===== config.mk =====
export PLATFORM = sky130hd
export DESIGN_NAME = branchCondition
export DESIGN_NICKNAME = d
export VERILOG_FILES = /design/src/cpuPkg.sv /design/src/busPkg.sv /design/src/branchCondition.sv
export SDC_FILE = /design/constraint.sdc
export NUM_CORES = 1
export LEC_CHECK = 0
export BUFFER_PORTS_ARGS = -buffer_cell sky130_fd_sc_hd__buf_2
export CAP_MARGIN = 5
export CORE_MARGIN = 4
export CORE_UTILIZATION = 11
export CTS_CLUSTER_DIAMETER = 30
export DETAILED_ROUTE_END_ITERATION = 7
export GPL_TIMING_DRIVEN = 0
export PLACE_DENSITY_LB_ADDON = 0.12
export SYNTH_ARGS = -nofsm -noshare
export SYNTH_HDL_FRONTEND = slang
export SYNTH_SLANG_ARGS = --single-unit

===== constraint.sdc =====
create_clock -name clk -period 1.55 [get_ports clk]
set_clock_uncertainty 0.1 [all_clocks]
set_input_delay 0.31 -clock clk [delete_from_list [all_inputs] [get_ports clk]]
set_output_delay 0.31 -clock clk [all_outputs]
set_load 0.1 [all_outputs]

===== src/cpuPkg.sv =====
package cpuPkg;

    typedef logic [31:0] wordT;
    typedef logic [3:0] regIdxT;

    // 5-bit opcode field, top of the instruction word
    typedef enum logic [4:0] {
        opLd  = 5'd0,
        opLdi = 5'd1,
        opSt  = 5'd2,
        opAdd = 5'd3,
        opSub = 5'd4,
        opAnd = 5'd5,
        opOr  = 5'd6,
        opShr = 5'd7,
        opShl = 5'd8,
        opMul = 5'd9,
        opNeg = 5'd10,
        opNot = 5'd11,
        opBr  = 5'd12,
        opIn  = 5'd13,
        opOut = 5'd14,
        opNop = 5'd15
    } opcodeT;

    // ALU codes follow the opcodes where one exists
    typedef enum logic [4:0] {
        aluPass = 5'd0,  // Bus straight through to Z low
        aluAdd  = 5'd3,  // Y + bus
        aluSub  = 5'd4,  // Y - bus
        aluAnd  = 5'd5,
        aluOr   = 5'd6,
        aluShr  = 5'd7,  // Logical, Y by bus[4:0]
        aluShl  = 5'd8,  // Y by bus[4:0]
        aluMul  = 5'd9,  // Signed, full 64-bit product
        aluNeg  = 5'd10, // Two's complement of bus
        aluNot  = 5'd11, // Bitwise inversion of bus
        aluInc  = 5'd16  // Bus + 1, used for the PC
    } aluOpT;

    // Branch condition, carried in the low bits of rb
    typedef enum logic [1:0] {
        condZero     = 2'd0,
        condNonzero  = 2'd1,
        condPositive = 2'd2,
        condNegative = 2'd3
    } condT;

    typedef struct packed {
        opcodeT      opcode;
        regIdxT      ra;
        regIdxT      rb;
        regIdxT      rc;
        logic [14:0] c;
    } instrT;

endpackage


===== src/busPkg.sv =====
package busPkg;

    // Exactly one driver on the shared bus per cycle
    typedef enum logic [3:0] {
        srcNone   = 4'd0,
        srcReg    = 4'd1,
        srcPc     = 4'd2,
        srcZHigh  = 4'd3,
        srcZLow   = 4'd4,
        srcHi     = 4'd5,
        srcLo     = 4'd6,
        srcMdr    = 4'd7,
        srcInPort = 4'd8,
        srcC      = 4'd9
    } busSrcT;

    // One control step, every strobe lasts one clock
    typedef struct packed {
        logic pcIn;
        logic irIn;
        logic yIn;
        logic zIn;        // Loads Z high and Z low together
        logic hiIn;
        logic loIn;
        logic marIn;
        logic mdrIn;
        logic outPortIn;
        logic conIn;
        logic gra;        // Register select from ra
        logic grb;
        logic grc;
        logic rIn;
        logic rOut;
        logic baOut;      // R0 reads as zero
        logic read;       // MDR takes memory instead of bus
        logic write;
        cpuPkg::aluOpT aluOp;
        busSrcT busSrc;
    } ctrlT;

endpackage


===== src/branchCondition.sv =====
module branchCondition (
    input  logic          clk,
    input  logic          reset,
    input  busPkg::ctrlT  ctrl,
    input  cpuPkg::instrT instr,
    input  cpuPkg::wordT  busData,
    output logic          con
);

    cpuPkg::condT cond;
    logic         isZero;
    logic         condMet;

    assign cond   = cpuPkg::condT'(instr.rb[1:0]); // C2 bits of brnz form
    assign isZero = (busData == '0);

    always_comb begin
        case (cond)
            cpuPkg::condZero:     condMet = isZero;
            cpuPkg::condNonzero:  condMet = !isZero;
            cpuPkg::condPositive: condMet = !busData[31] && !isZero;
            default:              condMet = busData[31]; // Negative
        endcase
    end

    // CON flip-flop
    always_ff @(posedge clk) begin
        if (reset) begin
            con <= 1'b0;
        end else if (ctrl.conIn) begin
            con <= condMet;
        end
    end

endmodule


==> reports/summary.txt <==
CTS clk-pin slew, worst paths = 0 ps
Netlist Area Pre-Place = 159 um2
Largest regs = con (1)
Yosys cell types = 12
Setup Crit Path Kind = input port to flip-flop
Post CTS Setup Buffer Count = 0
Most common cell in the netlist = nor4_1
Fin. Hold Viols = 0
Pre-antenna DRT Iters = 1
Die Footprint = 2120 um2
Routed WL per cell = 10.3 um
Initial antenna violation count = 0
# DRC = 0
Core Box Area = 1330 um2
Ys flop type = dfxtp_1
Max Clk Rate = 671 MHz
Ys Warns = 0
Biggest register = con
Area growth from synthesis to layout = 173%
GP Congestion = 0.639
Fin crit share = 0.962
CP Buf/Inv Count = 1
Gr usage total = 0.0571
I/O pin total = 94
# nets final = 152
Slowest CP cell = mux2_4
Initial DRC count = 0
Hold buffers post-CTS = 0
Total power = 0.128 mW
Critical Path RT = 1330 ps
Pin count of the biggest net entering global routing = 4
Worst path arrival time = 1270 ps
Final setup viols = 0
Vias in the first global route = 272
Post-Route WL = 743 um
Synth top area share = 0.236
Post-cts repair resize count = 0
Share of layout cells above drive strength 1 = 0.789
Cell taking the most area after synthesis = nor4_2
Worst-path fanout max = 1
Routed Antenna Nets = 0
First-pass GRT wire length = 959 um
Initial core utilization = 0.119
Via count = 307
Pwr Density = 294 nW/um2
Ant diodes = 0
Slew Viols, Final = 0
Syn Nets = 113
Insertion delay to the later sink of the worst-skew pair = 0 ps
Die width = 46.0 um
CP Cell Sequence = buf_2 -> nor4_1 -> nand4_1 -> nor2_2 -> mux2_4
Crit path launch type = input port
Worst IR drop on VDD = 0.245 mV
RSZ-0062 raised after global routing = true
Status = finished clean
Worst hold margin = 566 ps
Max cap viols = 0
Count of flip-flops with a built-in enable after synthesis = 0
Max reg flops = 1
Synthesized flop and latch total = 1
Hold Path Class = flip-flop to flip-flop
DP Worst Slack = 2.48 ps
Vert. Die Dim = 46.0 um
Mean Syn Cell Area = 7.95 um2
CP delay by family, top = simple AND/OR/NAND/NOR gates
Least-Margin Pin Slew = 484 ps
Buffers added on ports = 37
Async S/R FF share, synth = 0
Mapped Cells = 20
PnR worst setup slack = 59.4 ps
Hpwl dp = 657 um
Max stage delay on crit path = 300 ps
Placement row count = 13
Seq/Total Area, Yosys = 0.126
Top cells by area, synth = nor4_2 (24%), nor4_1 (20%), dfxtp_1 (13%), nand4_1 (7.9%), mux2_2 (7.1%)
Synth cell count leaders = nor4_1 (5), nor4_2 (3), nand4_1 (2), nor2_1 (2)
Via/cell ratio = 4.26
Gr ovfl total = 0
Min cycle time layout = 1490 ps
Slew headroom = 0.680
P_leak = 0.196 nW
Critical path endpoint category = flip-flop
-- placed cells by master, fill, tap and decap left out, types with 2 or more instances in the layout --
| cell | instances |
|---|---|
| nand4_1 | 2 |
| nor4_1 | 2 |
| nor4_2 | 5 |
| buf_2 | 31 |
| buf_6 | 6 |
-- final timing paths --
path	startpoint	to	slack, ps	cells past startpoint
max reg2reg	con	con	550	3
min	con	con	570	3
max	busData[1]	con	60	5
min reg2reg	con	con	570	3
-- worst min-delay path, stage by stage, from the launching register on --
cell and delay (ps):
dfxtp_1 300, o21bai_1 90, nor2_1 100, mux2_4 140
-- report_power, final --
group / switching [mW] / total, mW / internal, mW
Clock: 0 / 0 / 0
Sequential: 0.000838 / 0.0292 / 0.0284
Combinational: 0.0433 / 0.0984 / 0.0550
-- per-stage QoR --
step                setup TNS (ps)   util  cell area (um2)  instances
floorplan                        0      -              159         20
global placement                 0  0.272              363         72
detailed placement               0  0.272              363         72
CTS                              0  0.272              363         72
global route                 -29.8  0.326              434         72
finish                           0  0.326              434         72
-- cell type report --
class | instances | area (um2)
Fill cell | 144 | 900
Timing Repair Buffer | 37 | 223
Multi-Input combinational cell | 19 | 173
Sequential cell | 1 | 20.0
Tap cell | 15 | 18.8
-- routing by layer --
layer / up-vias / share of wire / GRT usage
li1: 160 / - / -
met1: 124 / 0.34 / 0.0647
met2: 23 / 0.45 / 0.115
met3: 0 / 0.21 / 0.00791
met4: 0 / 0 / 0
met5: - / 0 / 0
-- logic make-up (layout without fill, tap and decap cells) --
kind of cell | after synthesis | after routing | share of synthesized area
buffers and inverters | 0 | 37 | 0
AND/OR/NAND/NOR | 13 | 13 | 0.598
flip-flops | 1 | 1 | 0.126
multiplexers | 1 | 1 | 0.0709
XOR/XNOR | 1 | 1 | 0.0551
AO/OA/AOI/OAI | 4 | 4 | 0.150
Note: power is estimated with default switching activity, not from simulation.
