File: config.mk
export PLATFORM = sky130hd
export DESIGN_NAME = registerFile
export DESIGN_NICKNAME = d
export VERILOG_FILES = /design/src/cpuPkg.sv /design/src/busPkg.sv /design/src/registerFile.sv
export SDC_FILE = /design/constraint.sdc
export NUM_CORES = 1
export LEC_CHECK = 0
export BUFFER_PORTS_ARGS = -buffer_cell sky130_fd_sc_hd__buf_4
export CAP_MARGIN = 10
export CORE_ASPECT_RATIO = 1.4
export CORE_UTILIZATION = 35
export CTS_BUF_LIST = sky130_fd_sc_hd__clkbuf_8
export DETAILED_ROUTE_END_ITERATION = 10
export GPL_TIMING_DRIVEN = 0
export SYNTH_ARGS = -nofsm -noshare
export SYNTH_HDL_FRONTEND = slang
export SYNTH_SLANG_ARGS = --single-unit
File: constraint.sdc
create_clock -name clk -period 2 [get_ports clk]
set_input_delay 0.2 -clock clk [delete_from_list [all_inputs] [get_ports clk]]
set_output_delay 0.2 -clock clk [all_outputs]
set_load 0.02 [all_outputs]
File: src/cpuPkg.sv
package cpuPkg;

    typedef logic [31:0] wordT;
    typedef logic [3:0] regIdxT;

    // 5-bit opcode field, top of the instruction word
    typedef enum logic [4:0] {
        opLd  = 5'd0,
        opLdi = 5'd1,
        opSt  = 5'd2,
        opAdd = 5'd3,
        opSub = 5'd4,
        opAnd = 5'd5,
        opOr  = 5'd6,
        opShr = 5'd7,
        opShl = 5'd8,
        opMul = 5'd9,
        opNeg = 5'd10,
        opNot = 5'd11,
        opBr  = 5'd12,
        opIn  = 5'd13,
        opOut = 5'd14,
        opNop = 5'd15
    } opcodeT;

    // ALU codes follow the opcodes where one exists
    typedef enum logic [4:0] {
        aluPass = 5'd0,  // Bus straight through to Z low
        aluAdd  = 5'd3,  // Y + bus
        aluSub  = 5'd4,  // Y - bus
        aluAnd  = 5'd5,
        aluOr   = 5'd6,
        aluShr  = 5'd7,  // Logical, Y by bus[4:0]
        aluShl  = 5'd8,  // Y by bus[4:0]
        aluMul  = 5'd9,  // Signed, full 64-bit product
        aluNeg  = 5'd10, // Two's complement of bus
        aluNot  = 5'd11, // Bitwise inversion of bus
        aluInc  = 5'd16  // Bus + 1, used for the PC
    } aluOpT;

    // Branch condition, carried in the low bits of rb
    typedef enum logic [1:0] {
        condZero     = 2'd0,
        condNonzero  = 2'd1,
        condPositive = 2'd2,
        condNegative = 2'd3
    } condT;

    typedef struct packed {
        opcodeT      opcode;
        regIdxT      ra;
        regIdxT      rb;
        regIdxT      rc;
        logic [14:0] c;
    } instrT;

endpackage

File: src/busPkg.sv
package busPkg;

    // Exactly one driver on the shared bus per cycle
    typedef enum logic [3:0] {
        srcNone   = 4'd0,
        srcReg    = 4'd1,
        srcPc     = 4'd2,
        srcZHigh  = 4'd3,
        srcZLow   = 4'd4,
        srcHi     = 4'd5,
        srcLo     = 4'd6,
        srcMdr    = 4'd7,
        srcInPort = 4'd8,
        srcC      = 4'd9
    } busSrcT;

    // One control step, every strobe lasts one clock
    typedef struct packed {
        logic pcIn;
        logic irIn;
        logic yIn;
        logic zIn;        // Loads Z high and Z low together
        logic hiIn;
        logic loIn;
        logic marIn;
        logic mdrIn;
        logic outPortIn;
        logic conIn;
        logic gra;        // Register select from ra
        logic grb;
        logic grc;
        logic rIn;
        logic rOut;
        logic baOut;      // R0 reads as zero
        logic read;       // MDR takes memory instead of bus
        logic write;
        cpuPkg::aluOpT aluOp;
        busSrcT busSrc;
    } ctrlT;

endpackage

File: src/registerFile.sv
module registerFile (
    input  logic           clk,
    input  logic           reset,
    input  busPkg::ctrlT   ctrl,
    input  cpuPkg::regIdxT regSel,
    input  cpuPkg::wordT   busData,
    output cpuPkg::wordT   readData
);

    localparam int numRegs = 16;

    cpuPkg::wordT regs [numRegs];
    logic         baseZero;

    // General registers R0 to R15
    always_ff @(posedge clk) begin
        if (reset) begin
            for (int i = 0; i < numRegs; i++) begin
                regs[i] <= '0;
            end
        end else if (ctrl.rIn) begin
            regs[regSel] <= busData;
        end
    end

    // Base-address out turns R0 into a zero offset base
    assign baseZero = ctrl.baOut && (regSel == '0);

    always_comb begin
        if (baseZero) begin
            readData = '0;
        end else if (ctrl.rOut || ctrl.baOut) begin
            readData = regs[regSel];
        end else begin
            readData = '0; // No register output this step
        end
    end

endmodule

==> results.py <==
metrics = {
    "outcome": {
        "status": "finished, violations left",
        "violations": "negative setup slack",
    },
    "final_layout": {
        "final_core_util_pct": 41.23,
        "drive_above_1_share_pct": 23.34,
        "stdcell_count": 2487,
        "nFillCells": 5943,
        "final_cell_area_sq_um": 26670,
        "reg_top3": "regs (512)",
        "nNetsFinal": 1657,
        "regMostFlops": "regs",
        "largest_register_ffs": 512,
        "syn_to_final_growth_pct": 15.75,
    },
    "cts": {
        "htree_levels": 3,
        "cts_setup_buffers": 0,
        "path_clk_slew_ps": 60,
        "cts_root_buffer": "clkbuf_8",
        "clock_path_buffers": 3,
        "cts_sinks": 512,
        "cts_buffers": 78,
        "cts_tree": "done",
    },
    "sta": {
        "drv_slew": 0,
        "rsz0062_at_grt": "true",
        "layout_setup_ws_ps": -494.2,
        "min_period_ps": 2494,
        "setup_violations": 32,
        "fin_crit_sh_pct": 124.7,
        "fmax_mhz": 400.9,
        "tightest_slew_ps": 1033,
        "hold_viol_final": 0,
        "slew_headroom_pct": 31.11,
    },
    "global_routing": {
        "grt_pass1_vias": 13970,
        "track_usage_pct": 20.55,
        "grt-ovfl-total": 0,
        "grt_max_degree": 33,
        "antenna_found_initial": 3,
        "grt_pass1_wl_mm": 96.12,
    },
    "place": {
        "gp_congestion": 0.8621,
        "dp.cells": 2320,
        "io_buffer_count": 69,
        "dpl_cell_area_sq_um": 24780,
        "dp_hpwl_mm": 42.28,
    },
    "hold_path": {
        "hold_path.class": "input port to flip-flop",
        "worstHoldStart": "reset",
    },
    "critical_path": {
        "critPathMaxStageDelay_ps": 480,
        "critPathSlowestCell": "mux4_2",
        "required_ps": 1800,
        "cp.arrival_ps": 2290,
        "path_max_fanout": 1,
        "start_kind": "flip-flop",
        "critPathKind": "flip-flop to output port",
        "crit_start": "regs[7][13]",
        "path_cells": "mux4_2 > a32o_1 > a221o_1 > buf_6",
        "cp-end-kind": "output port",
    },
    "die": {
        "die_h_um": 305.6,
        "row_count": 110,
        "design.portCount": 97,
        "core_sq_um": 64690,
        "die_area_sq_um": 66880,
        "initial_core_util_pct": 35.62,
        "chipWidth_um": 218.9,
    },
    "yosys": {
        "yosysTopAreaCellShare_pct": 66.72,
        "synthesis.nets": 1468,
        "synth_xor_area_share_pct": 0,
        "synth_top_family_by_area": "simple AND/OR/NAND/NOR gates",
        "synth_fa_ha_area_share_pct": 0,
        "synth_cells": 1403,
        "synthArstFlopShare_pct": 0,
        "yosys.area_share.simple_pct": 15.23,
        "synth_seq_area_share_pct": 66.72,
        "synth-compound-area-share_pct": 2.861,
        "syn_avg_cell_area_sq_um": 16.42,
        "yosys_warnings": 0,
        "yosysTopAreaCell": "edfxtp_1",
        "netlist_area_sq_um": 23040,
        "ys_top_cells_by_area": "edfxtp_1, and2_1, mux4_2, a221o_1, a32o_1",
        "ys_types": 30,
        "synth-edff-count": 512,
        "synth_flop_cell": "edfxtp_1",
        "synth_mux_area_share_pct": 12.49,
        "synth_seq_cells": 512,
    },
    "route": {
        "wl_per_cell_um": 27.27,
        "drc": 0,
        "drtPass1Iterations": 6,
        "ant_nets": 0,
        "vias_per_cell": 5.299,
        "wl_mm": 67.82,
        "drtIter0Drc": 1284,
        "vias": 13180,
    },
    "power_and_ir_drop": {
        "power_density_nw_per_um2": 855.9,
        "p_sw_mw": 5.660,
        "ir_worst_vdd_mv": 0.4050,
        "p_leak_nw": 9.348,
        "p_seq_share_pct": 55.0,
        "finalPower_mw": 22.83,
        "pwr-share-comb_pct": 9.8,
        "intPower_mw": 17.17,
        "swShare_pct": 24.79,
        "clock_power_share_pct": 35.2,
    },
    "job": {
        "drv_cap": 0,
    },
}
worst max-delay path: cells and delay by family, from the launching register on:
kind / cells / cell delay, ps
DFF: 1 / 370
buffers and inverters: 1 / 160
AOI/OAI and AO/OA: 2 / 630
muxes: 1 / 480
synthesized netlist by cell type, types with 4 or more instances:
cell type / number
buf_6: 9
mux4_2: 126
mux2i_1: 4
buf_2: 11
buf_4: 6
a221o_1: 31
or2_2: 17
edfxtp_1: 512
and2_1: 512
a32o_1: 31
nor2_2: 4
clkbuf_2: 24
clkbuf_1: 76
nor2_1: 15
buf_1: 4
timing repair:
| item | in CTS | in global routing |
|---|---|---|
| endpoints found under the setup margin | 130 | 154 |
| endpoints found under the hold margin | 192 | 0 |
| pin swaps | 14 | 2 |
| hold buffers | 32 | 0 |
| resized for setup | 62 | 13 |
metrics by stage:
step	hold slack, ps	setup WS (ps)	TNS [ps]
after floorplan	398.2	77.63	0
after global placement	523.6	-1159	-493190
after detailed placement	529.4	-875.6	-391760
after CTS	167.2	-534.7	-14830
after global routing	204.4	-533.2	-15320
final	223.8	-494.2	-13740
cell usage in the layout (no fill, tap or decap), types with 2 or more instances in the layout:
cell type,instances
clkbuf_1,71
buf_2,10
clkbuf_8,78
nor2b_1,3
nand2_1,2
mux2i_1,4
clkinv_2,4
mux4_2,126
a221o_1,31
or2_4,12
inv_1,30
buf_1,2
clkbuf_2,27
nand2b_1,2
nor3b_1,2
clkinv_1,12
buf_6,41
edfxtp_1,512
a32o_2,9
buf_12,7
a32o_1,22
or2_2,5
nand4bb_1,2
diode_2,2
dlygate4sd3_1,32
nor2_2,5
inv_6,2
buf_4,46
and2_1,512
clkinv_8,3
clkinvlp_4,2
nor2_1,14
final timing paths:
check,end,cells after the start,slack [ps]
setup / recovery,readData[13],4,-490
hold / removal,regs[4][31],4,220
kinds of logic after synthesis:
family / count (synthesis)
muxes: 130
and+or+nand+nor: 564
buffers and inverters: 130
DFF: 512
AOI/OAI and AO/OA: 67
power by group through the flow:
stage / Sequential, mW / Combinational, mW / Clock [mW]
floorplan: 12.7 / 1.22 / 0
global placement: 12.8 / 2.06 / 0
detailed placement: 12.8 / 2.12 / 0
CTS: 12.6 / 2.26 / 8.16
global route: 12.6 / 2.34 / 8.56
finish: 12.6 / 2.23 / 8.04
per-layer routing:
layer	track usage [%]	wire [um]	vias up
met1	24.26	25120	6769
met3	3.274	4537	167
met2	36.75	35610	592
li1	-	-	5647
met4	8.479	2530	4
met5	0	23	-
area by class of cell:
class / count / area, sq um / area share [%]
clock inverters: 55 / 300.3 / 1.126
multi-input cells: 761 / 7096 / 26.60
well taps: 840 / 1051 / 3.940
clock buffers: 78 / 1074 / 4.025
repair buffers: 109 / 1126 / 4.222
plain buffers: 130 / 646.9 / 2.425
flip-flops and latches: 512 / 15370 / 57.64
diodes: 2 / 5.005 / 0.01876
Power figures use the tool's default switching activity.
