### src/cpuPkg.sv
package cpuPkg;

    typedef logic [31:0] wordT;
    typedef logic [3:0] regIdxT;

    // 5-bit opcode field, top of the instruction word
    typedef enum logic [4:0] {
        opLd  = 5'd0,
        opLdi = 5'd1,
        opSt  = 5'd2,
        opAdd = 5'd3,
        opSub = 5'd4,
        opAnd = 5'd5,
        opOr  = 5'd6,
        opShr = 5'd7,
        opShl = 5'd8,
        opMul = 5'd9,
        opNeg = 5'd10,
        opNot = 5'd11,
        opBr  = 5'd12,
        opIn  = 5'd13,
        opOut = 5'd14,
        opNop = 5'd15
    } opcodeT;

    // ALU codes follow the opcodes where one exists
    typedef enum logic [4:0] {
        aluPass = 5'd0,  // Bus straight through to Z low
        aluAdd  = 5'd3,  // Y + bus
        aluSub  = 5'd4,  // Y - bus
        aluAnd  = 5'd5,
        aluOr   = 5'd6,
        aluShr  = 5'd7,  // Logical, Y by bus[4:0]
        aluShl  = 5'd8,  // Y by bus[4:0]
        aluMul  = 5'd9,  // Signed, full 64-bit product
        aluNeg  = 5'd10, // Two's complement of bus
        aluNot  = 5'd11, // Bitwise inversion of bus
        aluInc  = 5'd16  // Bus + 1, used for the PC
    } aluOpT;

    // Branch condition, carried in the low bits of rb
    typedef enum logic [1:0] {
        condZero     = 2'd0,
        condNonzero  = 2'd1,
        condPositive = 2'd2,
        condNegative = 2'd3
    } condT;

    typedef struct packed {
        opcodeT      opcode;
        regIdxT      ra;
        regIdxT      rb;
        regIdxT      rc;
        logic [14:0] c;
    } instrT;

endpackage

### src/busPkg.sv
package busPkg;

    // Exactly one driver on the shared bus per cycle
    typedef enum logic [3:0] {
        srcNone   = 4'd0,
        srcReg    = 4'd1,
        srcPc     = 4'd2,
        srcZHigh  = 4'd3,
        srcZLow   = 4'd4,
        srcHi     = 4'd5,
        srcLo     = 4'd6,
        srcMdr    = 4'd7,
        srcInPort = 4'd8,
        srcC      = 4'd9
    } busSrcT;

    // One control step, every strobe lasts one clock
    typedef struct packed {
        logic pcIn;
        logic irIn;
        logic yIn;
        logic zIn;        // Loads Z high and Z low together
        logic hiIn;
        logic loIn;
        logic marIn;
        logic mdrIn;
        logic outPortIn;
        logic conIn;
        logic gra;        // Register select from ra
        logic grb;
        logic grc;
        logic rIn;
        logic rOut;
        logic baOut;      // R0 reads as zero
        logic read;       // MDR takes memory instead of bus
        logic write;
        cpuPkg::aluOpT aluOp;
        busSrcT busSrc;
    } ctrlT;

endpackage

### src/aluExecute.sv
module aluExecute (
    input  logic         clk,
    input  logic         reset,
    input  busPkg::ctrlT ctrl,
    input  cpuPkg::wordT busData,
    output cpuPkg::wordT zHigh,
    output cpuPkg::wordT zLow,
    output cpuPkg::wordT hiData,
    output cpuPkg::wordT loData
);

    cpuPkg::wordT y;
    cpuPkg::wordT zHi;
    cpuPkg::wordT zLo;
    cpuPkg::wordT hi;
    cpuPkg::wordT lo;
    logic [63:0]  aluResult;
    logic signed [63:0] product;
    logic [4:0]   shamt;

    // Y holds operand A for the next step
    always_ff @(posedge clk) begin
        if (reset) begin
            y <= '0;
        end else if (ctrl.yIn) begin
            y <= busData;
        end
    end

    assign shamt = busData[4:0];
    assign product = $signed(y) * $signed(busData);

    always_comb begin
        aluResult = '0;
        case (ctrl.aluOp)
            cpuPkg::aluAdd:  aluResult = {32'b0, y + busData};
            cpuPkg::aluSub:  aluResult = {32'b0, y - busData};
            cpuPkg::aluAnd:  aluResult = {32'b0, y & busData};
            cpuPkg::aluOr:   aluResult = {32'b0, y | busData};
            cpuPkg::aluShr:  aluResult = {32'b0, y >> shamt};
            cpuPkg::aluShl:  aluResult = {32'b0, y << shamt};
            cpuPkg::aluNeg:  aluResult = {32'b0, -busData};
            cpuPkg::aluNot:  aluResult = {32'b0, ~busData};
            cpuPkg::aluMul:  aluResult = product;
            cpuPkg::aluInc:  aluResult = {32'b0, busData + 32'd1};
            default:         aluResult = {32'b0, busData}; // Pass
        endcase
    end

    // Z high and low always load as a pair
    always_ff @(posedge clk) begin
        if (reset) begin
            zHi <= '0;
            zLo <= '0;
        end else if (ctrl.zIn) begin
            zHi <= aluResult[63:32];
            zLo <= aluResult[31:0];
        end
    end

    // HI and LO take the product halves off the bus
    always_ff @(posedge clk) begin
        if (reset) begin
            hi <= '0;
            lo <= '0;
        end else begin
            if (ctrl.hiIn) hi <= busData;
            if (ctrl.loIn) lo <= busData;
        end
    end

    assign zHigh  = zHi;
    assign zLow   = zLo;
    assign hiData = hi;
    assign loData = lo;

endmodule

### config.mk
export PLATFORM = sky130hd
export DESIGN_NAME = aluExecute
export DESIGN_NICKNAME = d
export VERILOG_FILES = /design/src/cpuPkg.sv /design/src/busPkg.sv /design/src/aluExecute.sv
export SDC_FILE = /design/constraint.sdc
export NUM_CORES = 2
export LEC_CHECK = 0
export BUFFER_PORTS_ARGS = -buffer_cell sky130_fd_sc_hd__buf_2
export CAP_MARGIN = 25
export CORE_MARGIN = 2
export CORE_UTILIZATION = 46
export CTS_BUF_LIST = sky130_fd_sc_hd__clkbuf_4 sky130_fd_sc_hd__clkbuf_8 sky130_fd_sc_hd__clkbuf_16
export CTS_CLUSTER_SIZE = 20
export DETAILED_ROUTE_END_ITERATION = 8
export SLEW_MARGIN = 5
export SYNTH_ARGS = -nofsm -noshare
export SYNTH_HDL_FRONTEND = slang
export SYNTH_SLANG_ARGS = --single-unit
### constraint.sdc
create_clock -name clk -period 10.9 [get_ports clk]
set_input_delay 2.725 -clock clk [delete_from_list [all_inputs] [get_ports clk]]
set_output_delay 2.725 -clock clk [all_outputs]
set_load 0.005 [all_outputs]
==> flow_summary.toml <==
[logic_synthesis]
synth.most_common_cell = "fa_1"
yosys_warnings = 0
synth-seq-cells = 160
synthesis.area_um2 = 50150
synth_cell_types = 93
synth_edf_count = 0
synth_top_cell_by_area = "fa_1"
avgSynthCellArea_um2 = 8.808
synthesis.instances = 5694
async_flop_share = 0
synth_common_cells = "fa_1 (1,084), inv_1 (977), nand2_1 (661)"
syn_nets = 7085
yosys.area.top_type_share = 0.4327
synth-seq-area-share = 0.06387
ys.flop_type = "dfxtp_1"
ys_top_cells_by_area = "fa_1 (43%), inv_1 (7.3%), and2_1 (6.5%)"

[critical_path]
path_class = "input pin to flop"
critPathRequiredTime_ns = 11.34
end_kind = "flop"
arrival_ns = 11.19
r2r_setup_slack_ns = 1.67
cp_max_fo = 16
crit_path_start_kind = "input pin"

[clock_network]
hold_buffers = 0
clock_path_buffers = 2
cts.clk_slew.worst_paths_ns = 0.08
clock_latency_ns = 0.50
post-cts-setup-buffers = 0
clockRootBuffer = "clkbuf_16"
cts_tree = "yes"
clock-sinks = 160
cts_inserted_buffers = 17
htreeDepth = 4
ctsResizeCount = 0

[finish]
multiInputGateArea_um2 = 41820
fill_cells = 10378
stdcell_count = 7189
areaGrowthSynthToFinish_pct = 7.981
layout.area.seq_um2 = 3234
num-nets-final = 7152
layout-drive-gt1-share = 0.1032

[grt]
grt_pass1_vias = 43523
grt_usage = 0.3387
gr-total-overflow = 0
grt_max_degree = 82
grt_pass1_wl_um = 279700
grt_antenna_before_repair = 10

[floorplanning]
ioPinCount = 189
start_util = 0.4620
die_h_um = 334.2
die_area_um2 = 111700
die_x_um = 334.2
rows = 121
core_area_um2 = 108600

[drt]
ant_nets = 0
drt-total-wl_um = 184000
drt-initial-drc-count = 4215
drtPass1Iterations = 8
drcViolationCount = 0
post_drt_wl_per_cell_um = 25.59
num_vias = 41601
avgViaCountPerCell = 5.787

[timing]
tightest_slew_ns = 1.151
skew_ns = 0.01970
rsz0062_at_grt = "false"
hold_violations = 0
slew_headroom = 0.2327
slew_viol_final = 0
fmax_ghz = 0.09303
finalSetupViolCount = 0
finalCritPeriodShare = 0.9861
setup_tns_ns = 0
hold_ws_ns = 0.4571
layout_min_cycle_time_ns = 10.75

[placement]
dp_cells = 7155
dp_hpwl_um = 143900
io_buffers = 170
gp_congestion = 1.046

[flow_run]
cap_violations = 0

[min_path]
hold_path.class = "flop to flop"

[status]
outcome = "complete, no violations"
-- area by class of cell --
cell class | count | share of cell area
Multi-Input combinational cell | 4163 | 0.7722
Inverter | 981 | 0.06799
Sequential cell | 160 | 0.05972
Timing Repair Buffer | 438 | 0.05628
Tap cell | 1414 | 0.03267
Clock buffer | 19 | 0.008248
Clock inverter | 13 | 0.002888
Antenna cell | 1 | 0.00004621
-- placed cells by master, fill, tap and decap left out, types with 16 or more instances in the layout --
master and n:
o21ai_0 135, clkbuf_16 17, nand4_1 19, ha_1 246
nor2_1 360, nor2b_1 45, xnor2_1 74, o221ai_1 23
o22ai_1 16, buf_4 258, o211ai_1 18, xor2_1 35
dfxtp_1 135, mux4_2 41, a211oi_1 28, dfxtp_2 25
nor3_1 41, a21oi_1 219, a21o_1 61, nand2_1 661
or3_1 16, inv_1 977, nand2b_1 24, o21bai_1 17
buf_2 166, nand3_1 40, and2_1 522, fa_1 1082
mux2i_1 156, o21a_1 19, a221oi_1 26, a22oi_1 19
-- state kept, by name, summed over array words and instances (netlist names) --
register	flops
zHigh	32
y	32
hiData	32
loData	32
zLow	32
-- per-layer routing --
metal  vias to the layer above  routed length [µm]  track usage
met1                     21426               73190       0.4460
li1                      17813                   -            -
met5                         -                  25            0
met4                         4               11120       0.1642
met2                      1914               83960       0.5376
met3                       444               15680      0.06488
-- through the flow --
stage,setup WS (ns),area (µm²),utilization
finish,0.1512,54160,0.4989
detailed placement,-0.1849,53550,0.4933
global route,0.03168,54160,0.4989
global placement,-0.2552,53550,0.4933
CTS,0.3114,54150,0.4988
floorplan,0.07949,50160,-
-- worst max-delay path, cell delays in order --
cell      delay (ns)
buf_2           0.57
and2_1          0.25
fa_1            0.45
fa_1            0.52
fa_1            0.61
inv_1           0.06
fa_1            0.48
inv_1           0.05
fa_1            0.49
fa_1            0.60
fa_1            0.46
fa_1            0.45
ha_1            0.30
o21ai_0         0.16
nor2_1          0.11
o41ai_2         0.21
buf_4           0.19
or4b_4          0.54
and2_2          0.26
buf_4           0.15
o21ai_0         0.69
o221ai_1        0.28
xor2_1          0.31
a22oi_1         0.11
nor2_1          0.13
-- cells by family after synthesis --
group	share of synthesized area
AO/OA/AOI/OAI	0.09505
AND/OR/NAND/NOR	0.1726
multiplexers	0.05202
flip-flops	0.06387
adder cells (fa/ha/maj)	0.4941
XOR/XNOR	0.01903
buffers and inverters	0.1034
-- path summary, 6_finish.rpt --
kind / startpoint / cells after the start / endpoint
hold / removal: zHigh[27]$_SDFFE_PP0P_ / 2 / zHigh[27]$_SDFFE_PP0P_
setup reg to reg: y[15]$_SDFFE_PP0P_ / 24 / zHigh[10]$_SDFFE_PP0P_
hold reg to reg: zHigh[27]$_SDFFE_PP0P_ / 2 / zHigh[27]$_SDFFE_PP0P_
setup / recovery: busData[6] / 25 / zHigh[10]$_SDFFE_PP0P_
Power is left out: the tool's default activity adds up to more than one toggle a clock period on the data nets, which glitch-free logic cannot reach.
