$ cat config.mk
export PLATFORM = sky130hd
export DESIGN_NAME = instrDecode
export DESIGN_NICKNAME = d
export VERILOG_FILES = /design/src/cpuPkg.sv /design/src/busPkg.sv /design/src/instrDecode.sv
export SDC_FILE = /design/constraint.sdc
export NUM_CORES = 1
export LEC_CHECK = 0
export ABC_AREA = 1
export BUFFER_PORTS_ARGS = -buffer_cell sky130_fd_sc_hd__buf_4
export CORE_AREA = 2 2 68 70
export CTS_CLUSTER_DIAMETER = 150
export DETAILED_ROUTE_END_ITERATION = 7
export DIE_AREA = 0 0 70 72
export PLACE_DENSITY = 0.75
export SYNTH_ARGS = -nofsm -noshare
export SYNTH_HDL_FRONTEND = slang
export SYNTH_SLANG_ARGS = --single-unit
$ cat constraint.sdc
create_clock -name clk -period 1.4 [get_ports clk]
set_clock_uncertainty 0.2 [all_clocks]
set_input_delay 0 -clock clk [delete_from_list [all_inputs] [get_ports clk]]
set_output_delay 0 -clock clk [all_outputs]
set_load 0.05 [all_outputs]
$ cat src/cpuPkg.sv
package cpuPkg;

    typedef logic [31:0] wordT;
    typedef logic [3:0] regIdxT;

    // 5-bit opcode field, top of the instruction word
    typedef enum logic [4:0] {
        opLd  = 5'd0,
        opLdi = 5'd1,
        opSt  = 5'd2,
        opAdd = 5'd3,
        opSub = 5'd4,
        opAnd = 5'd5,
        opOr  = 5'd6,
        opShr = 5'd7,
        opShl = 5'd8,
        opMul = 5'd9,
        opNeg = 5'd10,
        opNot = 5'd11,
        opBr  = 5'd12,
        opIn  = 5'd13,
        opOut = 5'd14,
        opNop = 5'd15
    } opcodeT;

    // ALU codes follow the opcodes where one exists
    typedef enum logic [4:0] {
        aluPass = 5'd0,  // Bus straight through to Z low
        aluAdd  = 5'd3,  // Y + bus
        aluSub  = 5'd4,  // Y - bus
        aluAnd  = 5'd5,
        aluOr   = 5'd6,
        aluShr  = 5'd7,  // Logical, Y by bus[4:0]
        aluShl  = 5'd8,  // Y by bus[4:0]
        aluMul  = 5'd9,  // Signed, full 64-bit product
        aluNeg  = 5'd10, // Two's complement of bus
        aluNot  = 5'd11, // Bitwise inversion of bus
        aluInc  = 5'd16  // Bus + 1, used for the PC
    } aluOpT;

    // Branch condition, carried in the low bits of rb
    typedef enum logic [1:0] {
        condZero     = 2'd0,
        condNonzero  = 2'd1,
        condPositive = 2'd2,
        condNegative = 2'd3
    } condT;

    typedef struct packed {
        opcodeT      opcode;
        regIdxT      ra;
        regIdxT      rb;
        regIdxT      rc;
        logic [14:0] c;
    } instrT;

endpackage

$ cat src/busPkg.sv
package busPkg;

    // Exactly one driver on the shared bus per cycle
    typedef enum logic [3:0] {
        srcNone   = 4'd0,
        srcReg    = 4'd1,
        srcPc     = 4'd2,
        srcZHigh  = 4'd3,
        srcZLow   = 4'd4,
        srcHi     = 4'd5,
        srcLo     = 4'd6,
        srcMdr    = 4'd7,
        srcInPort = 4'd8,
        srcC      = 4'd9
    } busSrcT;

    // One control step, every strobe lasts one clock
    typedef struct packed {
        logic pcIn;
        logic irIn;
        logic yIn;
        logic zIn;        // Loads Z high and Z low together
        logic hiIn;
        logic loIn;
        logic marIn;
        logic mdrIn;
        logic outPortIn;
        logic conIn;
        logic gra;        // Register select from ra
        logic grb;
        logic grc;
        logic rIn;
        logic rOut;
        logic baOut;      // R0 reads as zero
        logic read;       // MDR takes memory instead of bus
        logic write;
        cpuPkg::aluOpT aluOp;
        busSrcT busSrc;
    } ctrlT;

endpackage

$ cat src/instrDecode.sv
module instrDecode (
    input  logic           clk,
    input  logic           reset,
    input  busPkg::ctrlT   ctrl,
    input  cpuPkg::wordT   busData,
    output cpuPkg::instrT  instr,
    output cpuPkg::regIdxT regSel,
    output cpuPkg::wordT   cSext
);

    cpuPkg::instrT ir;

    // Instruction register
    always_ff @(posedge clk) begin
        if (reset) begin
            ir <= '0;
        end else if (ctrl.irIn) begin
            ir <= cpuPkg::instrT'(busData);
        end
    end

    assign instr = ir;

    // Select and encode, one field per strobe
    always_comb begin
        if (ctrl.gra) begin
            regSel = ir.ra;
        end else if (ctrl.grb) begin
            regSel = ir.rb;
        end else if (ctrl.grc) begin
            regSel = ir.rc;
        end else begin
            regSel = '0;
        end
    end

    // Constant C widened with its sign bit
    assign cSext = {{17{ir.c[14]}}, ir.c};

endmodule

==> results of run 1 <==
[layout by cell type, fill, tap and decap left out, drive strengths merged]
master,synthesis,layout
a21oi,32,32
buf,42,105
clkinvlp,0,1
dlymetal6s4s,0,2
clkbuf,0,7
nand3,4,4
nand2,84,84
inv,7,7
dlygate4sd3,0,40
dfxtp,32,32
[routing by layer]
| metal | up-vias | routed length (um) |
|---|---|---|
| met3 | 13 | 411 |
| met4 | 0 | 157 |
| met2 | 87 | 2344 |
| met5 | - | 0 |
| li1 | 818 | - |
| met1 | 743 | 1785 |
[power groups by stage]
stage               combinational (mW)  clock, mW  sequential (mW)
CTS                              0.924      0.771             1.01
global placement                 0.783          0             1.03
floorplan                        0.438          0             1.19
global route                     0.941      0.804             1.02
finish                           0.891      0.741             1.01
detailed placement               0.786          0             1.03
[layout make-up]
cell class | instances | area [um2]
clock buffer | 7 | 86.33
sequential | 32 | 643.1
tap | 52 | 65.06
clock inverter | 1 | 7.507
inverter | 7 | 33.78
timing repair buffer | 147 | 1214
fill | 351 | 1630
multi-input combinational | 120 | 584.3
[worst max-delay path: stages]
cell and delay (ns):
dlygate4sd3_1 0.54, buf_4 0.14, nand2_1 0.05, dlygate4sd3_1 0.54, a21oi_1 0.06
[stage by stage]
step           cell area, um2  std cells  util (%)  hold slack, ns
3_5_place_dp             2098        316     49.21         0.06288
6_report                 2634        366     61.77        -0.04644
5_1_grt                  2634        366     61.77        -0.01146
4_1_cts                  2833        388     66.43        -0.06938
2_1_floorplan            1605        201         -         -0.1309
3_3_place_gp             2098        316     49.21         0.05878
[flip-flops by register name, indices dropped and copies added (netlist names)]
| name | cells |
|---|---|
| instr | 17 |
| cSext | 15 |
[final timing paths]
path              slack [ns]        end   startpoint  cells past startpoint
setup / recovery        0.03  instr[15]  busData[15]                      5
hold / removal         -0.05  instr[21]     ctrl[25]                      3
setup reg to reg        0.41  cSext[14]    cSext[14]                      2
hold reg to reg         0.27  instr[27]    instr[27]                      2
[what timing repair did]
action | in CTS | in global routing
hold buffers | 64 | 2
buffers inserted | 0 | 0
hold endpoints to repair | 32 | 24
setup endpoints to repair | 0 | 27
gates resized for setup | 0 | 7
[kinds of logic (layout without fill, tap and decap cells)]
group                  after synthesis  after routing  share of synthesized area [%]
AOI/OAI and AO/OA                   32             32                          13.03
and+or+nand+nor                     88             88                          22.47
DFF                                 32             32                          39.94
buffers and inverters               49            162                          24.57
==> results.py, run 1 <==
metrics = {
    "timing": {
        "fin_crit_ns": 1.374,
        "fin_ws_ns": 0.02572,
        "final.setup.tns_ns": 0,
        "final.period_utilization_pct": 98.16,
        "timing_hold_violations_final": 21,
        "rsz0062_at_grt": "true",
        "worst_slew_pin_slew_ns": 0.4547,
        "hold_ws_ns": -0.04644,
        "slew_headroom_pct": 69.69,
        "setup_viol": 0,
        "slew_violations": 0,
        "clock.fmax_mhz": 727.7,
    },
    "power": {
        "comb_power_share_pct": 33.8,
        "p_switching_mw": 0.9540,
        "cellPowerDensity_mw_per_mm2": 1002,
        "cellInternalPower_mw": 1.686,
        "power_mw": 2.640,
        "pwr-share-clk_pct": 28.1,
        "swShare_pct": 36.13,
        "seqPwrFrac_pct": 38.2,
        "ir_drop_mv": 0.6138,
        "p_leak_nw": 1.257,
    },
    "global_route": {
        "grt_max_degree": 34,
        "grt_pass1_wl_mm": 7.907,
        "grt_pass1_vias": 1747,
        "track_usage_pct": 19.82,
        "met2_usage_pct": 36.51,
        "gr-usage-met1_pct": 20.90,
        "busiest_layer": "met2",
        "antenna_found_initial": 0,
        "grt.overflow.total": 0,
        "use_met3_pct": 5.694,
    },
    "clocking": {
        "cts_root_buffer": "clkbuf_8",
        "cts_num_sinks": 32,
        "cts_tree": "yes",
        "clkTransAtPathRegs_ns": 0.07,
        "cts_max_path_buffers": 2,
        "numCtsBuffers": 5,
        "clkLatencyLatePin_ns": 0.27,
        "htreeDepth": 2,
    },
    "routing": {
        "first_iter_violations": 52,
        "drt-pass1-iter-count": 4,
        "vias": 1661,
        "viasPerCell": 4.538,
        "wl_mm": 4.699,
        "drc": 0,
        "wire_per_inst_um": 12.84,
        "drtAntennaViolNets": 0,
    },
    "finish": {
        "synthToLayoutAreaGrowth_pct": 64.20,
        "drive_gt1_share_pct": 45.22,
        "num_antenna_cells": 0,
        "nNetsFinal": 374,
    },
    "outcome": {
        "violations": "negative hold slack",
        "status": "complete, but fails checks",
    },
    "logic_synthesis": {
        "synth_top_flop_cell": "dfxtp_1",
        "netlist_top_cells_count": "74 x nand2_1, 32 x buf_4, 32 x dfxtp_1",
        "synth.top_cell.area_share_pct": 39.94,
        "syn_area_mm2": 0.001604,
        "synth-seq-area-share_pct": 39.94,
        "syn_avg_cell_area_um2": 7.980,
        "syn_inst": 201,
        "synth_edf_count": 0,
        "synth_most_common_cell": "nand2_1",
        "syn_nets": 262,
        "netlist_top_cells_area": "dfxtp_1 40%, nand2_1 17%, buf_4 15%, a21oi_2 7.1%, a21oi_1 5.9%",
        "synth_warnings": 0,
        "synth_area_leader_cell": "dfxtp_1",
        "async_reset_ff_share_pct": 0,
        "synth.distinct_cells": 12,
        "ys_ff_latch": 32,
    },
    "die": {
        "die_w_um": 70,
        "num_rows": 24,
        "die_area_mm2": 0.005040,
        "pin_count": 129,
        "die_h_um": 72,
        "core_area_mm2": 0.004264,
        "initial_utilization_pct": 37.62,
    },
    "critical_path": {
        "critical_path_class": "input port to flop",
        "path_max_fanout": 1,
        "end_kind": "flop",
        "required_ns": 1.35,
        "crit_arrival_ns": 1.33,
        "critPathLaunchType": "input port",
    },
    "placement": {
        "place_congestion": 0.7662,
        "port_buffers": 105,
        "hpwl_mm": 2.576,
        "dp_worst_setup_slack_ns": 0.3769,
    },
    "run": {
        "cap_viol_max_count": 0,
    },
    "hold_path": {
        "hold_path_class": "input port to flop",
    },
}
(Power assumes the default switching activity.)
==> run 2: changes to the inputs <==
--- a/config.mk
+++ b/config.mk
@@ -5,13 +5,12 @@
 export SDC_FILE = /design/constraint.sdc
 export NUM_CORES = 1
 export LEC_CHECK = 0
-export ABC_AREA = 1
 export BUFFER_PORTS_ARGS = -buffer_cell sky130_fd_sc_hd__buf_4
-export CORE_AREA = 2 2 68 70
+export CORE_AREA = 2 2 66 68
 export CTS_CLUSTER_DIAMETER = 150
 export DETAILED_ROUTE_END_ITERATION = 7
-export DIE_AREA = 0 0 70 72
-export PLACE_DENSITY = 0.75
+export DIE_AREA = 0 0 68 70
+export PLACE_DENSITY = 0.77
 export SYNTH_ARGS = -nofsm -noshare
 export SYNTH_HDL_FRONTEND = slang
 export SYNTH_SLANG_ARGS = --single-unit
==> results.py, run 2 <==
metrics = {
    "logic_synthesis": {
        "synth_warnings": 0,
        "syn_avg_cell_area_um2": 9.927,
        "synth_area_leader_cell": "dfxtp_1",
        "netlist_top_cells_count": "32 x buf_4, 32 x dfxtp_1, 32 x mux2i_1, 32 x nor2_1, 8 x a21oi_1",
        "ys_ff_latch": 32,
        "synth_top_flop_cell": "dfxtp_1",
        "synth-seq-area-share_pct": 42.74,
        "synth_edf_count": 0,
        "syn_inst": 151,
        "syn_area_mm2": 0.001499,
        "synth.distinct_cells": 10,
        "synth.top_cell.area_share_pct": 42.74,
        "async_reset_ff_share_pct": 0,
        "netlist_top_cells_area": "dfxtp_1 43%, mux2i_1 21%, buf_4 16%, nor2_1 8.0%, buf_12 4.0%",
        "syn_nets": 212,
    },
    "global_route": {
        "grt_pass1_vias": 1284,
        "grt.overflow.total": 0,
        "track_usage_pct": 16.05,
        "grt_max_degree": 33,
        "antenna_found_initial": 0,
        "grt_pass1_wl_mm": 5.802,
    },
    "finish": {
        "nNetsFinal": 320,
        "layout.cells.non_filler": 312,
        "largest_register_ff_count": 17,
        "drive_gt1_share_pct": 45.77,
        "layout.cells.most_common_list": "107 x buf_4, 33 x dlygate4sd3_1, 32 x mux2i_1, 32 x nor2_1, 31 x dfxtp_1",
        "final_area_mm2": 0.002529,
        "nFillCells": 365,
        "num_antenna_cells": 0,
        "synthToLayoutAreaGrowth_pct": 68.70,
        "layout_commonest_cell": "buf_4",
    },
    "critical_path": {
        "path_max_fanout": 3,
        "cp_cell_sequence": "a21oi_1 > a21oi_4 > buf_4",
        "critical_path_class": "flop to output port",
        "crit_arrival_ns": 1.12,
        "critPathLaunchType": "flop",
        "required_ns": 1.20,
        "slowest_stage": "dfxtp_1",
        "slowest_delay_ns": 0.33,
        "end_kind": "output port",
    },
    "power": {
        "comb_power_share_pct": 32.9,
        "swShare_pct": 34.17,
        "p_leak_nw": 1.280,
        "seqPwrFrac_pct": 36.3,
        "cellPowerDensity_mw_per_mm2": 1103,
        "ir_drop_mv": 0.5366,
        "cellInternalPower_mw": 1.836,
        "pwr-share-clk_pct": 30.7,
        "p_switching_mw": 0.9530,
    },
    "routing": {
        "drc": 0,
        "first_iter_violations": 44,
        "drtAntennaViolNets": 0,
        "drt-pass1-iter-count": 4,
        "wire_per_inst_um": 12.29,
        "wl_met1_mm": 1.431,
        "wl_met3_um": 415,
        "vias": 1363,
        "wl_met2_mm": 1.949,
        "viasPerCell": 4.369,
        "wl_mm": 3.834,
        "top_layer": "met4",
    },
    "die": {
        "die_h_um": 70,
        "num_rows": 24,
        "core_area_mm2": 0.004144,
        "die_w_um": 68,
        "initial_utilization_pct": 36.17,
        "die_area_mm2": 0.004760,
        "pin_count": 129,
    },
    "timing": {
        "fin_ws_ns": 0.08479,
        "clock.fmax_mhz": 760.3,
        "worst_slew_pin_slew_ns": 0.3444,
        "slew_headroom_pct": 77.04,
        "final.setup.tns_ns": 0,
        "slew_violations": 0,
        "final.period_utilization_pct": 93.94,
        "setup_viol": 0,
        "timing_hold_violations_final": 0,
        "rsz0062_at_grt": "false",
        "fin_crit_ns": 1.315,
    },
    "clocking": {
        "cts_max_path_buffers": 2,
        "cts_tree": "yes",
        "clkTransAtPathRegs_ns": 0.07,
        "cts_root_buffer": "clkbuf_8",
        "post_cts_buffers": 0,
        "numCtsBuffers": 5,
        "htreeDepth": 2,
        "cts_num_sinks": 32,
        "clkLatencyLatePin_ns": 0.27,
    },
    "hold_path": {
        "hold_path_class": "input port to flop",
    },
    "placement": {
        "dpl.cell_count": 271,
        "place_congestion": 0.6760,
        "place_area_mm2": 0.002091,
        "dp_worst_setup_slack_ns": 0.3815,
        "port_buffers": 105,
        "hpwl_mm": 2.428,
    },
    "run": {
        "cap_viol_max_count": 0,
    },
    "outcome": {
        "status": "finished clean",
    },
}
[run 2: changes by cell type after synthesis, sizes merged, moves of 6 or more]
| cell | before | now |
|---|---|---|
| a21oi | 32 | 8 |
| buf | 42 | 36 |
| inv | 7 | 0 |
| mux2i | 0 | 32 |
| nand2 | 84 | 0 |
| nor2 | 0 | 32 |
[run 2: kinds of logic (layout without fill, tap and decap cells)]
kind of cell	count (synthesis)	in the layout	share of synthesized area, %
multiplexers	32	32	21.37
flip-flops	32	32	42.74
AO/OA/AOI/OAI	8	8	2.671
AND/OR/NAND/NOR	40	40	11.69
buffers and inverters	39	148	21.54
[run 2: power by group through the flow]
stage / clock (mW) / combinational (mW) / sequential, mW
after detailed placement: 0 / 0.846 / 1.03
after floorplan: 0 / 0.463 / 1.21
final: 0.857 / 0.919 / 1.01
after global placement: 0 / 0.838 / 1.03
after global routing: 0.926 / 0.961 / 1.02
after CTS: 0.885 / 0.919 / 1.01
[run 2: area by class of cell]
cell class	count	area (um2)	share of cell area, %
repair buffers	140	1134	44.83
flip-flops and latches	32	641.9	25.38
multi-input cells	80	580.6	22.96
clock buffers	6	72.57	2.870
well taps	52	65.06	2.573
clock inverters	2	35.03	1.385
[run 2: critical path, delay by kind of cell (launching register included)]
kind                   cells  cell delay, ns
flip-flops                 1            0.33
AO/OA/AOI/OAI              2            0.31
buffers and inverters      1            0.19
[run 2: path summary, 6_finish.rpt]
kind | cells after the start | slack [ns] | endpoint | from
setup / recovery | 3 | 0.08 | regSel[0] | instr[19]
hold / removal | 4 | 0.1 | cSext[4] | ctrl[25]
setup reg to reg | 2 | 0.42 | cSext[14] | cSext[14]
hold reg to reg | 2 | 0.29 | instr[27] | instr[27]
[run 2: what timing repair did]
action                    4_1_cts  5_1_grt
hold buffers                   33        0
gates resized for setup         0        0
hold endpoints to repair       32        0
[run 2: stage by stage]
stage / power, mW / utilization (%) / hold WS, ns
6_report: 2.789 / 61.02 / 0.09566
3_3_place_gp: 1.869 / 50.45 / 0.03190
4_1_cts: 2.817 / 61.02 / 0.09378
3_5_place_dp: 1.878 / 50.45 / 0.04151
2_1_floorplan: 1.677 / - / -0.1276
5_1_grt: 2.909 / 61.02 / 0.09948
[run 2: routing by layer]
layer | vias up | track usage [%]
met1 | 603 | 16.20
li1 | 681 | -
met5 | - | 0
met2 | 75 | 29.23
met4 | 0 | 4.667
met3 | 4 | 6.441
==> run 3: changes to the inputs <==
--- a/config.mk
+++ b/config.mk
@@ -14,3 +14,4 @@
 export SYNTH_ARGS = -nofsm -noshare
 export SYNTH_HDL_FRONTEND = slang
 export SYNTH_SLANG_ARGS = --single-unit
+export TNS_END_PERCENT = 100
==> constraint.sdc (replaced) <==
create_clock -name clk -period 1.49 [get_ports clk]
set_clock_uncertainty 0.2 [all_clocks]
set_input_delay 0 -clock clk [delete_from_list [all_inputs] [get_ports clk]]
set_output_delay 0 -clock clk [all_outputs]
set_load 0.05 [all_outputs]
==> results.py, run 3 (same netlist as run 2, synthesis figures left out) <==
metrics = {
    "routing": {
        "wl_met3_um": 418,
        "drtAntennaViolNets": 0,
        "vias": 1486,
        "top_layer": "met4",
        "wl_met2_mm": 2.378,
        "wl_mm": 4.413,
        "wire_per_inst_um": 13.25,
        "viasPerCell": 4.462,
        "wl_met1_mm": 1.588,
        "drt-pass1-iter-count": 4,
        "first_iter_violations": 33,
        "drc": 0,
    },
    "finish": {
        "largest_register_ff_count": 17,
        "fin_util_pct": 66.09,
        "final_area_mm2": 0.002739,
        "nNetsFinal": 341,
        "layout_commonest_cell": "buf_4",
        "num_antenna_cells": 0,
        "nFillCells": 331,
        "synthToLayoutAreaGrowth_pct": 82.72,
        "drive_gt1_share_pct": 42.70,
        "multi_input_area_um2": 584.3,
        "layout.cells.most_common_list": "106 x buf_4, 54 x dlygate4sd3_1, 32 x nor2_1, 32 x dfxtp_1, 31 x mux2i_1",
        "regArea_um2": 640.6,
    },
    "critical_path": {
        "path_max_fanout": 1,
        "required_ns": 1.45,
        "critical_path_class": "input port to flop",
        "end_kind": "flop",
        "critPathLaunchType": "input port",
        "crit_arrival_ns": 1.42,
    },
    "clocking": {
        "cts_root_buffer": "clkbuf_8",
        "clkLatencyLatePin_ns": 0.28,
        "clkTransAtPathRegs_ns": 0.07,
        "numCtsBuffers": 5,
        "cts_num_sinks": 32,
        "cts_tree": "yes",
        "post_cts_buffers": 0,
        "htreeDepth": 2,
        "cts_max_path_buffers": 2,
    },
    "global_route": {
        "grt_pass1_vias": 1499,
        "grt_pass1_wl_mm": 6.817,
        "antenna_found_initial": 0,
        "grt.overflow.total": 0,
        "grt_max_degree": 33,
        "track_usage_pct": 18.80,
    },
    "power": {
        "pwr-share-clk_pct": 26.6,
        "cellInternalPower_mw": 1.642,
        "p_switching_mw": 0.9181,
        "ir_drop_mv": 0.5644,
        "seqPwrFrac_pct": 37.0,
        "cellPowerDensity_mw_per_mm2": 934.8,
        "swShare_pct": 35.86,
        "comb_power_share_pct": 36.4,
        "p_leak_nw": 1.404,
    },
    "timing": {
        "fin_ws_ns": 0.02857,
        "hold_ws_ns": 0.07272,
        "setup_viol": 0,
        "final.period_utilization_pct": 98.08,
        "fin_crit_ns": 1.461,
        "timing_hold_violations_final": 0,
        "worst_slew_pin_slew_ns": 0.4938,
        "clock.fmax_mhz": 684.3,
        "rsz0062_at_grt": "false",
        "final.setup.tns_ns": 0,
        "slew_headroom_pct": 66.97,
        "slew_violations": 0,
    },
    "die": {
        "pin_count": 129,
        "core_area_mm2": 0.004144,
        "die_h_um": 70,
        "die_area_mm2": 0.004760,
        "num_rows": 24,
        "initial_utilization_pct": 36.17,
        "die_w_um": 68,
    },
    "outcome": {
        "status": "finished clean",
    },
    "run": {
        "cap_viol_max_count": 0,
    },
    "hold_path": {
        "hold_path_class": "input port to flop",
    },
    "placement": {
        "dp_worst_setup_slack_ns": 0.4687,
        "port_buffers": 105,
        "hpwl_mm": 2.380,
        "place_congestion": 0.6815,
        "place_area_mm2": 0.002102,
    },
}
## run 3: critical path, stage by stage
cell           delay (ns)
dlygate4sd3_1        0.53
buf_4                0.13
mux2i_2              0.14
nor2_1               0.06
dlygate4sd3_1        0.56
## run 3: path summary, 6_finish.rpt
kind | from | to | slack [ns] | depth (start not counted)
min | ctrl[25] | cSext[8] | 0.07 | 4
max reg2reg | cSext[7] | cSext[7] | 0.07 | 3
min reg2reg | instr[30] | instr[30] | 0.32 | 2
max | busData[7] | cSext[7] | 0.03 | 5
## run 3: cell type report
type,instances,share of cell area [%]
Clock buffer,6,3.015
Clock inverter,2,0.3655
Multi-Input combinational cell,80,21.33
Sequential cell,32,23.39
Tap cell,52,2.376
Timing Repair Buffer,161,49.52
## run 3: power groups by stage
stage	sequential [mW]	clock [mW]	combinational, mW
after global placement	0.961	0	0.799
after detailed placement	0.962	0	0.807
final	0.947	0.681	0.932
after global routing	0.953	0.754	0.979
after CTS	0.945	0.698	0.943
after floorplan	1.14	0	0.436
## run 3: per-layer routing
| metal | vias up | GRT usage (%) |
|---|---|---|
| li1 | 722 | - |
| met1 | 681 | 18.26 |
| met2 | 78 | 36.14 |
| met3 | 5 | 6.441 |
| met4 | 0 | 4.667 |
| met5 | - | 0 |
## run 3: repair_timing
item                       4_1_cts  5_1_grt
hold buffers                    64        2
resized for setup                0        1
hold endpoints to repair        32       11
setup endpoints to repair        0       13
## run 3: through the flow
stage / instances / total power, mW
4_1_cts: 343 / 2.586
6_report: 333 / 2.560
5_1_grt: 333 / 2.687
3_5_place_dp: 271 / 1.769
3_3_place_gp: 271 / 1.760
2_1_floorplan: 151 / 1.576
